**config.mk**
```make
export PLATFORM = sky130hd
export DESIGN_NAME = keyboard_irq
export DESIGN_NICKNAME = d
export VERILOG_FILES = /design/src/verilog/keyboard_irq.sv
export SDC_FILE = /design/constraint.sdc
export NUM_CORES = 1
export LEC_CHECK = 0
export ABC_AREA = 1
export BUFFER_PORTS_ARGS = -buffer_cell sky130_fd_sc_hd__buf_4
export CORE_AREA = 2 2 39 41
export CTS_CLUSTER_SIZE = 14
export DETAILED_ROUTE_END_ITERATION = 16
export DIE_AREA = 0 0 41 43
export GPL_ROUTABILITY_DRIVEN = 1
export MAX_ROUTING_LAYER = met4
export PLACE_DENSITY = 0.67
export RECOVER_POWER = 50
export SETUP_SLACK_MARGIN = 0.05
export SYNTH_ARGS = -nofsm -noshare
export SYNTH_HDL_FRONTEND = slang
export SYNTH_SLANG_ARGS = --single-unit
```
**constraint.sdc**
```tcl
create_clock -name CLOCK_50 -period 0.9 [get_ports CLOCK_50]
set_input_delay 0.045 -clock CLOCK_50 [delete_from_list [all_inputs] [get_ports CLOCK_50]]
set_output_delay 0.045 -clock CLOCK_50 [all_outputs]
set_load 0.01 [all_outputs]
```
**src/verilog/keyboard_irq.sv**
```systemverilog
`timescale 1ns/1ps
`default_nettype none

module keyboard_irq (
    input  wire        CLOCK_50,
    input  wire        KEY0,
    input  wire        key_valid,
    input  wire  [7:0] key_ascii_in,
    input  wire        irq_ack,
    output logic [7:0] key_ascii,
    output logic       irq
);

    logic key_hit;

    // Keys without an ASCII code are ignored
    assign key_hit = key_valid && (key_ascii_in != 8'd0);

    always_ff @(posedge CLOCK_50 or negedge KEY0) begin
        if (!KEY0) begin
            key_ascii <= 8'd0;
        end else if (key_hit) begin
            key_ascii <= key_ascii_in;
        end
    end

    // Single interrupt source
    always_ff @(posedge CLOCK_50 or negedge KEY0) begin
        if (!KEY0) begin
            irq <= 1'b0;
        end else if (key_hit) begin
            // A fresh key beats a pending acknowledge
            irq <= 1'b1;
        end else if (irq && irq_ack) begin
            irq <= 1'b0;
        end
    end

endmodule

`default_nettype wire

```
==> metrics.yaml <==
path_buf_inv: 1
cpMaxStageDelayCell: "dfrtp_1"
die_w_um: 41
path_cells: "buf_4"
vdd_drop_max_mv: 0.460
clk_latency_ps: 250
dp_cells: 85
synth_common_cells: "nand2_1 (21), dfrtp_1 (9), nand3_1 (7)"
io_pins: 21
powerDensity_mw_per_mm2: 1520
rsz0062_at_grt: "yes"
final_max_slew_viol_count: 0
diodes: 0
fmax_mhz: 1230
drc: 0
synth_top_area_share: 0.552
hp-class: "in -> reg"
path_max_fanout: 2
status: "completed"
p_seq_frac: 0.470
cts_max_level: 1
start_util: 0.295
synth_largest_area_cell: "dfrtp_1"
required_ps: 850
clkSinkCount: 9
place_congestion: 0.729
ys_types: 10
wl_um: 920
fill_cells: 148
clock_skew_ps: 0
synth_most_common_cell: "nand2_1"
cts_tree: "built"
io_buffers: 20
hold_violations: 0
path_delay_family: "flip-flops"
antenna_found_initial: 0
area_delta_synth_final_pct: 57.4
post_synth.cell_area_avg_um2: 8.16
ant_nets: 0
synth_flop_cell: "dfrtp_1"
fin_tns_setup_ps: 0
fp.dieH_um: 43
p_int_w: 0.000733
gr-usage-all-layers: 0.136
dpl.hpwl_um: 695
root_buffer: "clkbuf_4"
cts_made_buffers: 3
clockBufferDepth: 2
drt_iter0_markers: 6
vias_per_cell: 4.41
combPwrFrac: 0.220
synthArstFlopShare: 1.00
synth_fp_nets: 62
worstPathArrival_ps: 770
ys_seq_area_frac: 0.552
slowest_delay_ps: 370
worst_pin_slew_ps: 500
clk_pin_slew_ps: 60
p_switching_w: 0.000245
finalSetupViolCount: 0
final.min_clock_period_ps: 814
whs_ps: 15.7
synthTopCellsByArea: "dfrtp_1 (55%), nand2_1 (19%), nand3_1 (8.6%)"
die-area_mm2: 0.00176
coreArea_mm2: 0.00138
leakagePower_nw: 0.348
timing.slew.headroom: 0.667
fin_crit_sh: 0.904
pwr-share-clk: 0.309
nets: 91
synth-edff-count: 0
dr_total_vias: 415
maxCapViolCount: 0
grt_pass1_wl_um: 1560
cp-end-kind: "output pin"
startpoint_type: "flip-flop"
worst-setup-path-type: "reg -> out"
syn_area_um2: 408
first_pass_iters: 2
fin_cells: 94
overflow: 0
ys_ff_latch: 9
syn_inst: 50
rows: 14
swShare: 0.251
grt_max_degree: 10
wl_per_cell_um: 9.79
ys_warn_count: 0
drive_gt1_frac: 0.333
grt_pass1_vias: 400
cells by family (layout without fill, tap and decap cells):
group,Yosys count,in the layout,share of synthesized area
AO/OA/AOI/OAI,2,2,0.0521
buffers and inverters,5,33,0.0491
flip-flops,9,9,0.552
AND/OR/NAND/NOR,34,34,0.347
repair_timing:
item / 4_1_cts / 5_1_grt
endpoints found under the setup margin: 0 / 6
resized for setup: 0 / 4
setup buffers: 0 / 3
hold buffers: 2 / 0
endpoints found under the hold margin: 10 / 0
through the flow:
stage / setup WS [ps] / area, um2 / utilization / total power (W)
global placement: 11.8 / 573 / 0.414 / 0.000652
global route: 45.1 / 642 / 0.464 / 0.00105
CTS: 73.0 / 619 / 0.448 / 0.000970
detailed placement: 6.26 / 573 / 0.414 / 0.000656
floorplan: 240 / 408 / - / 0.000540
finish: 86.3 / 642 / 0.464 / 0.000978
sequential cells by signal, indices dropped and copies added (netlist names):
name,flops
key_ascii,8
irq,1
worst paths after layout:
| path | from | to | slack [ps] | cells after the start |
|---|---|---|---|---|
| worst max-delay path | key_ascii[1] | key_ascii[1] | 90 | 1 |
| worst max register to register | key_ascii[3] | key_ascii[3] | 180 | 3 |
| worst min-delay path | key_ascii_in[2] | key_ascii[2] | 20 | 3 |
| max in group asynchronous | KEY0 | key_ascii[4] | 300 | 2 |
| min in group asynchronous | KEY0 | irq | 270 | 2 |
| worst min register to register | key_ascii[2] | key_ascii[2] | 480 | 2 |
placed cells by master (no fill, tap or decap):
cell type / netlist / layout
nor2_2: 1 / 1
dfrtp_1: 9 / 9
dlygate4sd3_1: 0 / 2
o21ai_2: 0 / 1
nand2_1: 21 / 21
buf_4: 0 / 16
inv_1: 4 / 4
o21ai_1: 1 / 1
clkbuf_1: 0 / 3
and2_1: 1 / 1
clkbuf_4: 0 / 4
nand3_1: 7 / 7
buf_6: 0 / 4
nor2_1: 4 / 4
worst min-delay path, cell delays in order:
cell,delay [ps]
buf_4,90
nand2_1,50
nand2_1,50
routing by layer:
layer	vias up	GRT usage	wire, um	share of wire
li1	212	-	-	-
met3	2	0.0314	67	0.073
met1	184	0.157	422	0.46
met5	-	-	0	0
met4	0	0.100	12	0.013
met2	17	0.194	419	0.46
cell type report:
type / count / area (um2) / share of cell area
multi-input combinational: 36 / 155 / 0.242
sequential: 9 / 225 / 0.351
timing repair buffer: 25 / 200 / 0.312
tap: 16 / 20.0 / 0.0312
inverter: 4 / 15.0 / 0.0234
clock buffer: 4 / 26.3 / 0.0409
power groups by stage:
stage / Clock (W) / Combinational, W / Sequential (W)
after CTS: 0.000313 / 0.000199 / 0.000457
after global placement: 0 / 0.000188 / 0.000465
after floorplan: 0 / 0.0000576 / 0.000483
final: 0.000303 / 0.000216 / 0.000460
after detailed placement: 0 / 0.000192 / 0.000464
after global routing: 0.000340 / 0.000243 / 0.000465
Note: power is estimated with default switching activity, not from simulation.
