## src/verilog/soc_pkg.sv

```systemverilog
`default_nettype none

package soc_pkg;

    // Bus widths
    localparam int addr_w = 64;
    localparam int data_w = 64;

    // Sector size of the SD card
    localparam int sd_buf_bytes = 512;

    // Address map
    localparam logic [addr_w-1:0] ram_base       = 64'h0000_0000_0001_0000;
    localparam logic [addr_w-1:0] key_addr       = 64'h0000_0000_0002_0000;
    localparam logic [addr_w-1:0] uart_addr      = 64'h0000_0000_0002_0008;
    localparam logic [addr_w-1:0] sd_sector_addr = 64'h0000_0000_0003_0000;
    localparam logic [addr_w-1:0] sd_read_addr   = 64'h0000_0000_0003_0008;
    localparam logic [addr_w-1:0] sd_ready_addr  = 64'h0000_0000_0003_0010;
    localparam logic [addr_w-1:0] sd_avail_addr  = 64'h0000_0000_0003_0018;
    localparam logic [addr_w-1:0] sd_buf_base    = 64'h0000_0000_0004_0000;

    // Load types, same order as the CPU's funct encoding
    typedef enum logic [2:0] {
        lb  = 3'd0,
        lh  = 3'd1,
        lw  = 3'd2,
        ld  = 3'd3,
        lbu = 3'd4,
        lhu = 3'd5,
        lwu = 3'd6
    } load_t;

endpackage

`default_nettype wire

```

## src/verilog/bus_fabric.sv

```systemverilog
`timescale 1ns/1ps
`default_nettype none

module bus_fabric #(
    parameter int ram_words = 1024
) (
    input  wire                          CLOCK_50,
    input  wire                          KEY0,
    input  wire  [soc_pkg::addr_w-1:0]   bus_address,
    input  wire                          bus_read_enable,
    input  wire  soc_pkg::load_t         bus_read_type,
    input  wire                          bus_write_enable,
    input  wire  [soc_pkg::data_w-1:0]   bus_write_data,
    input  wire  [63:0]                  ram_rdata,
    input  wire  [7:0]                   sd_buf_byte,
    input  wire                          sd_avail,
    input  wire                          sd_ready,
    input  wire  [7:0]                   key_ascii,
    output logic [soc_pkg::data_w-1:0]   bus_read_data,
    output logic                         bus_read_done,
    output logic [$clog2(ram_words)-1:0] ram_word_index,
    output logic [1:0]                   ram_lane,
    output logic                         ram_read,
    output logic                         ram_write,
    output logic [31:0]                  ram_wdata,
    output logic [8:0]                   sd_buf_index,
    output logic                         sd_read_pulse,
    output logic [31:0]                  sd_sector,
    output logic                         tx_valid,
    output logic [7:0]                   tx_data
);

    localparam int idx_w = $clog2(ram_words);
    localparam logic [63:0] ram_bytes = 64'(ram_words) * 64'd4;

    logic [63:0] ram_offset;
    logic [63:0] buf_offset;
    logic [63:0] access_span;
    logic        ram_hit_w;
    logic        ram_hit_r;
    logic        buf_hit;
    logic        read_start;
    logic        uart_sel;
    logic        rd_en_d;
    logic        uart_sel_d;
    logic        rd_pending;
    logic        rd_ram_q;
    logic        rd_key_q;
    logic        rd_ready_q;
    logic        rd_avail_q;
    logic        rd_buf_q;
    logic [63:0] read_mux;

    // Bytes touched by a load; ld only sees one 32-bit RAM word
    always_comb begin
        case (bus_read_type)
            soc_pkg::lb, soc_pkg::lbu: access_span = 64'd1;
            soc_pkg::lh, soc_pkg::lhu: access_span = 64'd2;
            default:                   access_span = 64'd4;
        endcase
    end

    assign ram_offset = bus_address - soc_pkg::ram_base;
    assign buf_offset = bus_address - soc_pkg::sd_buf_base;

    // Below-base addresses wrap to a huge offset and miss
    assign ram_hit_w = ram_offset < ram_bytes;
    assign ram_hit_r = ram_hit_w && (ram_offset + access_span <= ram_bytes);
    assign buf_hit   = buf_offset < 64'(soc_pkg::sd_buf_bytes);

    // Only the first sampled cycle of a held enable starts a read
    assign read_start = bus_read_enable && !rd_en_d;

    assign ram_word_index = ram_offset[idx_w+1:2];
    assign ram_lane       = bus_address[1:0];
    assign ram_read       = read_start && ram_hit_r;
    assign ram_write      = bus_write_enable && ram_hit_w;
    assign ram_wdata      = bus_write_data[31:0];
    assign sd_buf_index   = buf_offset[8:0];

    assign uart_sel = bus_write_enable && (bus_address == soc_pkg::uart_addr);

    always_ff @(posedge CLOCK_50 or negedge KEY0) begin
        if (!KEY0) begin
            rd_en_d       <= 1'b0;
            rd_pending    <= 1'b0;
            rd_ram_q      <= 1'b0;
            rd_key_q      <= 1'b0;
            rd_ready_q    <= 1'b0;
            rd_avail_q    <= 1'b0;
            rd_buf_q      <= 1'b0;
            bus_read_done <= 1'b0;
        end else begin
            rd_en_d       <= bus_read_enable;
            rd_pending    <= read_start;
            rd_ram_q      <= read_start && ram_hit_r;
            rd_key_q      <= read_start && (bus_address == soc_pkg::key_addr);
            rd_ready_q    <= read_start && (bus_address == soc_pkg::sd_ready_addr);
            rd_avail_q    <= read_start && (bus_address == soc_pkg::sd_avail_addr);
            rd_buf_q      <= read_start && buf_hit;
            bus_read_done <= rd_pending;
        end
    end

    // Second cycle of a read picks the answer of the registered target
    always_comb begin
        read_mux = 64'd0;
        if (rd_ram_q)   read_mux = ram_rdata;
        if (rd_key_q)   read_mux = {56'd0, key_ascii};
        if (rd_ready_q) read_mux = {63'd0, sd_ready};
        if (rd_avail_q) read_mux = {63'd0, sd_avail};
        if (rd_buf_q)   read_mux = {56'd0, sd_buf_byte};
    end

    always_ff @(posedge CLOCK_50) begin
        if (rd_pending) begin
            bus_read_data <= read_mux;
        end
    end

    // Sector number, read command and UART strobe
    always_ff @(posedge CLOCK_50 or negedge KEY0) begin
        if (!KEY0) begin
            sd_sector     <= 32'd0;
            sd_read_pulse <= 1'b0;
            uart_sel_d    <= 1'b0;
            tx_valid      <= 1'b0;
        end else begin
            if (bus_write_enable && (bus_address == soc_pkg::sd_sector_addr)) begin
                sd_sector <= bus_write_data[31:0];
            end
            sd_read_pulse <= bus_write_enable && (bus_address == soc_pkg::sd_read_addr);
            uart_sel_d    <= uart_sel;
            tx_valid      <= uart_sel && !uart_sel_d;
        end
    end

    always_ff @(posedge CLOCK_50) begin
        if (uart_sel && !uart_sel_d) begin
            tx_data <= bus_write_data[7:0];
        end
    end

endmodule

`default_nettype wire

```

## config.mk

```make
export PLATFORM = sky130hd
export DESIGN_NAME = bus_fabric
export DESIGN_NICKNAME = d
export VERILOG_FILES = /design/src/verilog/soc_pkg.sv /design/src/verilog/bus_fabric.sv
export SDC_FILE = /design/constraint.sdc
export NUM_CORES = 1
export LEC_CHECK = 0
export ABC_AREA = 1
export BUFFER_PORTS_ARGS = -buffer_cell sky130_fd_sc_hd__buf_2
export CAP_MARGIN = 20
export CORE_AREA = 2 2 147 149
export DETAILED_ROUTE_END_ITERATION = 16
export DIE_AREA = 0 0 149 151
export PLACE_DENSITY = 0.71
export RECOVER_POWER = 100
export SYNTH_ARGS = -nofsm -noshare
export SYNTH_HDL_FRONTEND = slang
export SYNTH_SLANG_ARGS = --single-unit
```

## constraint.sdc

```tcl
create_clock -name CLOCK_50 -period 9.53 [get_ports CLOCK_50]
set_input_delay 1.906 -clock CLOCK_50 [delete_from_list [all_inputs] [get_ports CLOCK_50]]
set_output_delay 1.906 -clock CLOCK_50 [all_outputs]
set_load 0.01 [all_outputs]
```

==> results of run 1 <==
cell type report:
class	count	share of cell area (%)
flip-flops and latches	115	30.44
inverters	153	5.396
clock buffers	18	4.126
diodes	11	0.2586
repair buffers	350	14.37
multi-input cells	853	40.40
well taps	275	3.233
clock inverters	14	1.787
sequential cells by signal, summed over array words and instances, names as in the netlist:
name,count
bus_read_data,64
bus_read_done,1
rd_avail_q,1
rd_buf_q,1
rd_en_d,1
rd_key_q,1
rd_pending,1
rd_ram_q,1
rd_ready_q,1
sd_read_pulse,1
sd_sector,32
tx_data,8
tx_valid,1
uart_sel_d,1
through the flow:
stage | utilization (%) | instances | power, uW
final | 51.11 | 1789 | 1413
after global routing | 51.04 | 1783 | 1471
after CTS | 52.16 | 1777 | 1429
after detailed placement | 49.14 | 1745 | 750.8
after global placement | 49.14 | 1745 | 748.4
after floorplan | - | 1189 | 663.4
power breakdown:
| part | internal, uW | leakage (uW) | switching, uW |
|---|---|---|---|
| clock network | 427 | 0.000306 | 249 |
| registers | 543 | 0.00124 | 3.24 |
| logic | 65.0 | 0.00328 | 126 |
| total | 1040 | 0.00483 | 378 |
layer usage:
metal | global-route usage (%) | wire (um)
met5 | 0 | 0
met4 | 9.476 | 948
met3 | 3.946 | 2212
met2 | 44.26 | 14380
met1 | 30.18 | 11400
how the worst max path moves through the flow:
stage                                start       end  slack, ps
after floorplan           bus_read_type[0]  ram_read       3650
after global placement     bus_address[16]  ram_read       2780
after detailed placement   bus_address[16]  ram_read       2780
after CTS                  bus_address[16]  ram_read       2760
after global routing       bus_address[16]  ram_read       2450
final                      bus_address[16]  ram_read       2690
cell usage in the layout, fill, tap and decap left out, types with 6 or more instances in the layout:
| cell type | Yosys | routed |
|---|---|---|
| diode_2 | 0 | 11 |
| nand3_1 | 89 | 89 |
| nor2_1 | 226 | 228 |
| nand4_1 | 37 | 37 |
| nor3_1 | 15 | 14 |
| inv_2 | 7 | 7 |
| inv_1 | 144 | 144 |
| clkbuf_1 | 6 | 180 |
| a21oi_1 | 8 | 8 |
| o21ai_0 | 19 | 19 |
| clkbuf_16 | 0 | 17 |
| edfxtp_1 | 72 | 72 |
| xor2_1 | 24 | 24 |
| dfrtp_1 | 43 | 42 |
| nor4_1 | 5 | 6 |
| mux2_1 | 10 | 10 |
| mux2_2 | 22 | 22 |
| nor2_4 | 9 | 9 |
| o21ai_1 | 6 | 6 |
| nor2_2 | 30 | 28 |
| xnor2_1 | 6 | 6 |
| buf_2 | 3 | 169 |
| nand2_1 | 283 | 283 |
| ha_1 | 8 | 8 |
| nand2_2 | 25 | 25 |
cell families after synthesis:
| logic type | after synthesis | share of synthesized area [%] |
|---|---|---|
| AOI/OAI and AO/OA | 47 | 3.191 |
| and+or+nand+nor | 735 | 38.29 |
| xor gates and xnor gates | 30 | 3.060 |
| adders and majority gates | 9 | 1.399 |
| DFF | 115 | 37.71 |
| muxes | 32 | 4.196 |
| buffers and inverters | 221 | 12.15 |
==> metrics.txt, run 1 <==
status=finished with violations; failing checks=max-capacitance violations, max-slew violations; post-synth top area cell=edfxtp_1; total iterations of the first detailed-routing run=5; Synth top area share=25.18%; VDD IR-drop max=110.9 uV; register area share after synthesis=37.71%; Max FO, Critical Path=13; Hold Fails Final Rpt=0; register-to-register setup slack=6210 ps; Top FF cell, synth=edfxtp_1; CTS root buffer=clkbuf_16; starting density of the core=41.24%; post-route ant nets=0; Leakage=0.004825 uW; Top Ports=379; DR vias/cell=4.926; Reg-to-Reg Start=rd_pending; dpl hpwl=24.11 mm; layout cells sized above 1=20.03%; Nets=1716; setup repair after global routing missed its margin=false; largest net degree at the start of global routing=66; worst path required time=7620 ps; vias in the first global route=8107; # DRC=0; worst-margin pin slew=3526 ps; fin area=10640 um^2; initial antenna violation count=9; TritonCTS Buffers=17; placed cell area=10230 um^2; Critical Path End Type=output port; per-cell routed wire length=16.18 um; FP Rows=53; Max-Cap Viols=5; Overall Global Routing Usage=24.83%; first-pass GRT wire length=42.89 mm; synth cell count leaders=nand2_1 (283), nor2_1 (226), inv_1 (144); Die Y=151 um; hold path startpoint=sd_sector[19]; Hold Path Depth=1; Syn Area/Cell=7.222 um^2; total vias in the final route=8813; Mapped Area=8587 um^2; post-synth cell types=46; Synth async-reset ratio=37.39%; worst-skew pair later-pin latency=400 ps; Setup Skew=9.055 ps; Final WS setup=2689 ps; crit start category=input port; Placer Congestion=0.9881; drt initial violations=511; Critical Path Max Stage Delay=580 ps; Worst Hold Path EP=sd_sector[19]; Setup TNS Final=0 ps; Hold WC Path Type=flop to flop; Slowest-stage cell, CP=ha_1; Multi-input gate area=4299 um^2; Post-synth EDFFs=72; crit path cell chain=clkbuf_1 -> inv_1 -> ha_1 -> inv_1 -> nor2_1 -> nand2_1 -> nor2_1 -> nand2_1 -> xor2_1 -> nand4_1 -> nor2_1 -> nand2_1 -> nor2_1 -> nand2_1 -> nor2_2 -> clkbuf_1; Max Clk Rate=146.2 MHz; Synth area leaders=edfxtp_1 (25%), dfrtp_1 (13%), nand2_1 (12%), nor2_1 (9.9%), inv_1 (6.3%); Synth Instances=1189; # clock sinks=115; register area=3239 um^2; crit path kind=input port to output port; flops & latches, synth=115; critical path's top delay family=simple AND/OR/NAND/NOR gates; pre-CTS WS=2776 ps; synth warn=0; worst r2r path cells=1; area grow syn2layout=23.94%; CP Depth=16; port bufs=345; top-count cell post-synth=nand2_1; final setup vio count=0; Worst-path clk slew=50 ps; crit path buf inv count=4; clock buffer depth=2; hold slack=487.8 ps; Final Cycle Share=71.79%; Die W=149 um; H-Tree Depth=4; final WL=28.94 mm; Post-Syn Nets=1415; # resized after CTS=0; Worst slew margin=-135.1%; final worst path period need=6841 ps; hold buffer count at cts=0; overflow left after global routing=0; WP data arrival=4940 ps; Power Density=132.8 nW/um^2; max-slew violation count=199; core area=20820 um^2; DIE AREA=22500 um^2; CTS tree=done; # fillers=2207; RR Endpoint=bus_read_data[46]; total setup buffers inserted after CTS=0
No activity file was read; power rests on OpenSTA's default activity.
==> run 2, diff against run 1 <==
Settings changed: ABC_AREA 1 to 0, CORE_AREA 2 2 147 149 to 2 2 148 150, DIE_AREA 0 0 149 151 to 0 0 150 152, PLACE_DENSITY 0.71 to unset.
Clock period 9.53 ns to 5.92 ns, I/O delays scaled along.
==> run 2 against run 1 <==
Compared with the run above: cell count shrank 33%; clock power up 57%; highest routed layer is now met5; the run still ends with max-capacitance violations, max-slew violations left; clock skew is 2.8 ps higher; critical endpoint unchanged; total power increased by 54%.
==> metrics.txt, run 2 <==
status=finished with violations; failing checks=max-capacitance violations, max-slew violations; Post-Syn Nets=830 (-41%); total iterations of the first detailed-routing run=6 (+1); Leakage=0.003434 uW (-29%); crit path cell chain=clkbuf_1 -> nor2_1 -> ha_1 -> inv_1 -> fa_1 -> nand2b_1 -> a211oi_1 -> nand2_1 -> nor3_1 -> mux2_2 -> o21ai_0 -> nor4b_1 -> o311a_1 -> clkbuf_1; Synth area leaders=edfxtp_1 (32%), dfrtp_1 (16%), mux2_4 (6.7%), buf_4 (5.9%), and2_1 (5.6%); H-Tree Depth=4 (unchanged); DR vias/cell=4.811 (-2.3%); Placer Congestion=0.8893 (-10%); # DRC=0 (unchanged); first-pass GRT wire length=31.17 mm (-27%); worst-margin pin slew=3465 ps (-61.88 ps); drt initial violations=319 (-38%); Top FF cell, synth=edfxtp_1; Hold Fails Final Rpt=0 (unchanged); hold buffer count at cts=0 (unchanged); Seq pwr share=40.7% (+2.0 points); layout cells sized above 1=25.41% (+5.4 points); internal power=1637 uW (+58%); post-route ant nets=0 (unchanged); Power, Total=2177 uW (+54%); Overall Global Routing Usage=17.50% (-7.3 points); Max Clk Rate=183.1 MHz; clock buffer depth=2 (unchanged); Slowest-stage cell, CP=a211oi_1; WP data arrival=4280 ps (-660 ps); total setup buffers inserted after CTS=0 (unchanged); Gate power share=10.6% (-2.9 points); CTS tree=done; post-synth cell types=63 (+37%); Final Cycle Share=92.26%; met3 Track Usage GR=4.865% (+0.92 points); post-synth top area cell=edfxtp_1; number of flip-flops in the largest register=64 (unchanged); # resized after CTS=0 (unchanged); crit path kind=input port to output port; final setup vio count=0 (unchanged); Worst-path clk slew=50 ps (about the same); Post-synth EDFFs=72 (unchanged); Syn Area/Cell=11.12 um^2 (+54%); CTS root buffer=clkbuf_16; worst path required time=4740 ps (-2880 ps); grt met2 use=29.44% (-15 points); Hold WC Path Type=flop to flop; cell mode on critical path=clkbuf_1; TritonCTS Buffers=17 (unchanged); port bufs=345 (unchanged); core area=21350 um^2 (+2.5%); Critical Path Max Stage Delay=470 ps (-110 ps); synth cell count leaders=edfxtp_1 (72), and2_1 (60), buf_4 (53); busiest layer in global routing=met2; Synth async-reset ratio=37.39% (unchanged); Worst slew margin=-131.0% (+4.1 points); Power Density=252.6 nW/um^2 (+90%); Setup Skew=11.85 ps (+2.795 ps); VDD IR-drop max=197.2 uV (+78%); Top Ports=379 (unchanged); synth warn=0 (unchanged); starting density of the core=31.47% (-9.8 points); DIE AREA=22800 um^2 (+1.3%); commonest cells after routing, fill and taps aside=clkbuf_1 (176), buf_2 (174), edfxtp_1 (72); max-slew violation count=207 (+4.0%); top flop regs=bus_read_data (64), sd_sector (32), tx_data (8); vias in the first global route=5639 (-30%); Max FO, Critical Path=4 (-9); area grow syn2layout=28.29%; largest register by flop count=bus_read_data; Setup TNS Final=0 ps (unchanged); # clock sinks=115 (unchanged); Die Y=152 um (+0.66%); initial antenna violation count=6 (-3); final WL=20.77 mm (-28%); total vias in the final route=5783 (-34%); register-to-register setup slack=2620 ps (-3590 ps); largest net degree at the start of global routing=66 (unchanged); Mapped Area=6719 um^2 (-22%); final core utilization=40.37% (-11 points); register area share after synthesis=48.19% (+10 points); Sw Share=24.83% (-1.9 points); most common cell after layout, fill and taps aside=clkbuf_1; crit start category=input port; Die W=150 um (+0.67%); met1 usage=22.04% (-8.1 points); worst-skew pair later-pin latency=400 ps (about the same); Synth top area share=32.18% (+7.0 points); per-cell routed wire length=17.28 um (+6.8%); overflow left after global routing=0 (unchanged); flops & latches, synth=115 (unchanged); Switching Power=540.6 uW (+43%); Critical Path End Type=output port; FP Rows=54 (+1.9%); final worst path period need=5462 ps; setup repair after global routing missed its margin=false; Max-Cap Viols=4 (-1); top-count cell post-synth=edfxtp_1; clock power share=48.7% (+0.9 points); Synth Instances=604 (-49%); dpl hpwl=16.17 mm (-33%); Nets=1130 (-34%)
[run 2: cell types whose count changed after synthesis, sizes merged, moves of 7 or more]
cell and delta:
a222oi +7, and2 +61, clkbuf +9, inv -134, nand2 -274, nand2b +7, nand3 -73, nand4 -20
nor2 -237, nor3 +9, nor4 +24, nor4b +10, o21ai -14, xnor2 +7
[run 2: cell families (layout without fill, tap and decap cells)]
kind of cell / count (synthesis) / count (layout) / share of synthesized area [%]
adders and majority gates: 10 / 10 / 1.937
other: 0 / 5 / 0
AOI/OAI and AO/OA: 54 / 54 / 5.643
and+or+nand+nor: 264 / 264 / 23.35
xor gates and xnor gates: 33 / 33 / 4.302
muxes: 35 / 35 / 7.505
DFF: 115 / 115 / 48.19
buffers and inverters: 93 / 406 / 9.069
[run 2: final timing paths]
path | from | endpoint | depth (start not counted)
hold reg to reg | sd_sector[28] | sd_sector[28] | 1
setup reg to reg | rd_pending | bus_read_data[47] | 1
hold / removal | sd_sector[28] | sd_sector[28] | 1
max in group asynchronous | KEY0 | rd_pending | 2
min in group asynchronous | KEY0 | sd_sector[25] | 2
setup / recovery | bus_read_type[0] | ram_read | 14
[run 2: critical path, delay by kind of cell]
kind	cells	cell delay, ps
and+or+nand+nor	5	1000
AOI/OAI and AO/OA	3	840
adders and majority gates	2	560
muxes	1	360
buffers and inverters	3	330
[run 2: power by group through the flow]
stage	registers (uW)	clock network, uW	logic (uW)
final	886	1060	231
after global routing	888	1120	253
after CTS	883	1090	246
after detailed placement	899	0	245
after global placement	898	0	245
after floorplan	919	0	97.5
[run 2: cell type report]
| type | instances | area, um^2 |
|---|---|---|
| Timing Repair Buffer | 357 | 1588 |
| Inverter | 17 | 63.81 |
| Antenna cell | 5 | 12.51 |
| Multi-Input combinational cell | 396 | 2759 |
| Tap cell | 280 | 350.3 |
| Clock buffer | 18 | 429.2 |
| Fill cell | 2263 | 12730 |
| Sequential cell | 115 | 3239 |
| Clock inverter | 14 | 177.7 |
[run 2: per-layer routing]
layer,wire length (um),vias to the layer above
li1,-,2779
met1,8571,2713
met2,10030,263
met3,1869,26
met4,284,2
met5,13,-
[run 2: through the flow]
stage	hold slack (ps)	worst slack, ps	instance area, um^2	std cells
final	488.6	458.0	8620	1202
after global placement	485.5	518.5	8356	1165
after floorplan	417.8	1043	6719	604
after global routing	508.5	83.36	8610	1198
after CTS	501.7	478.9	8962	1197
after detailed placement	486.4	499.8	8356	1165
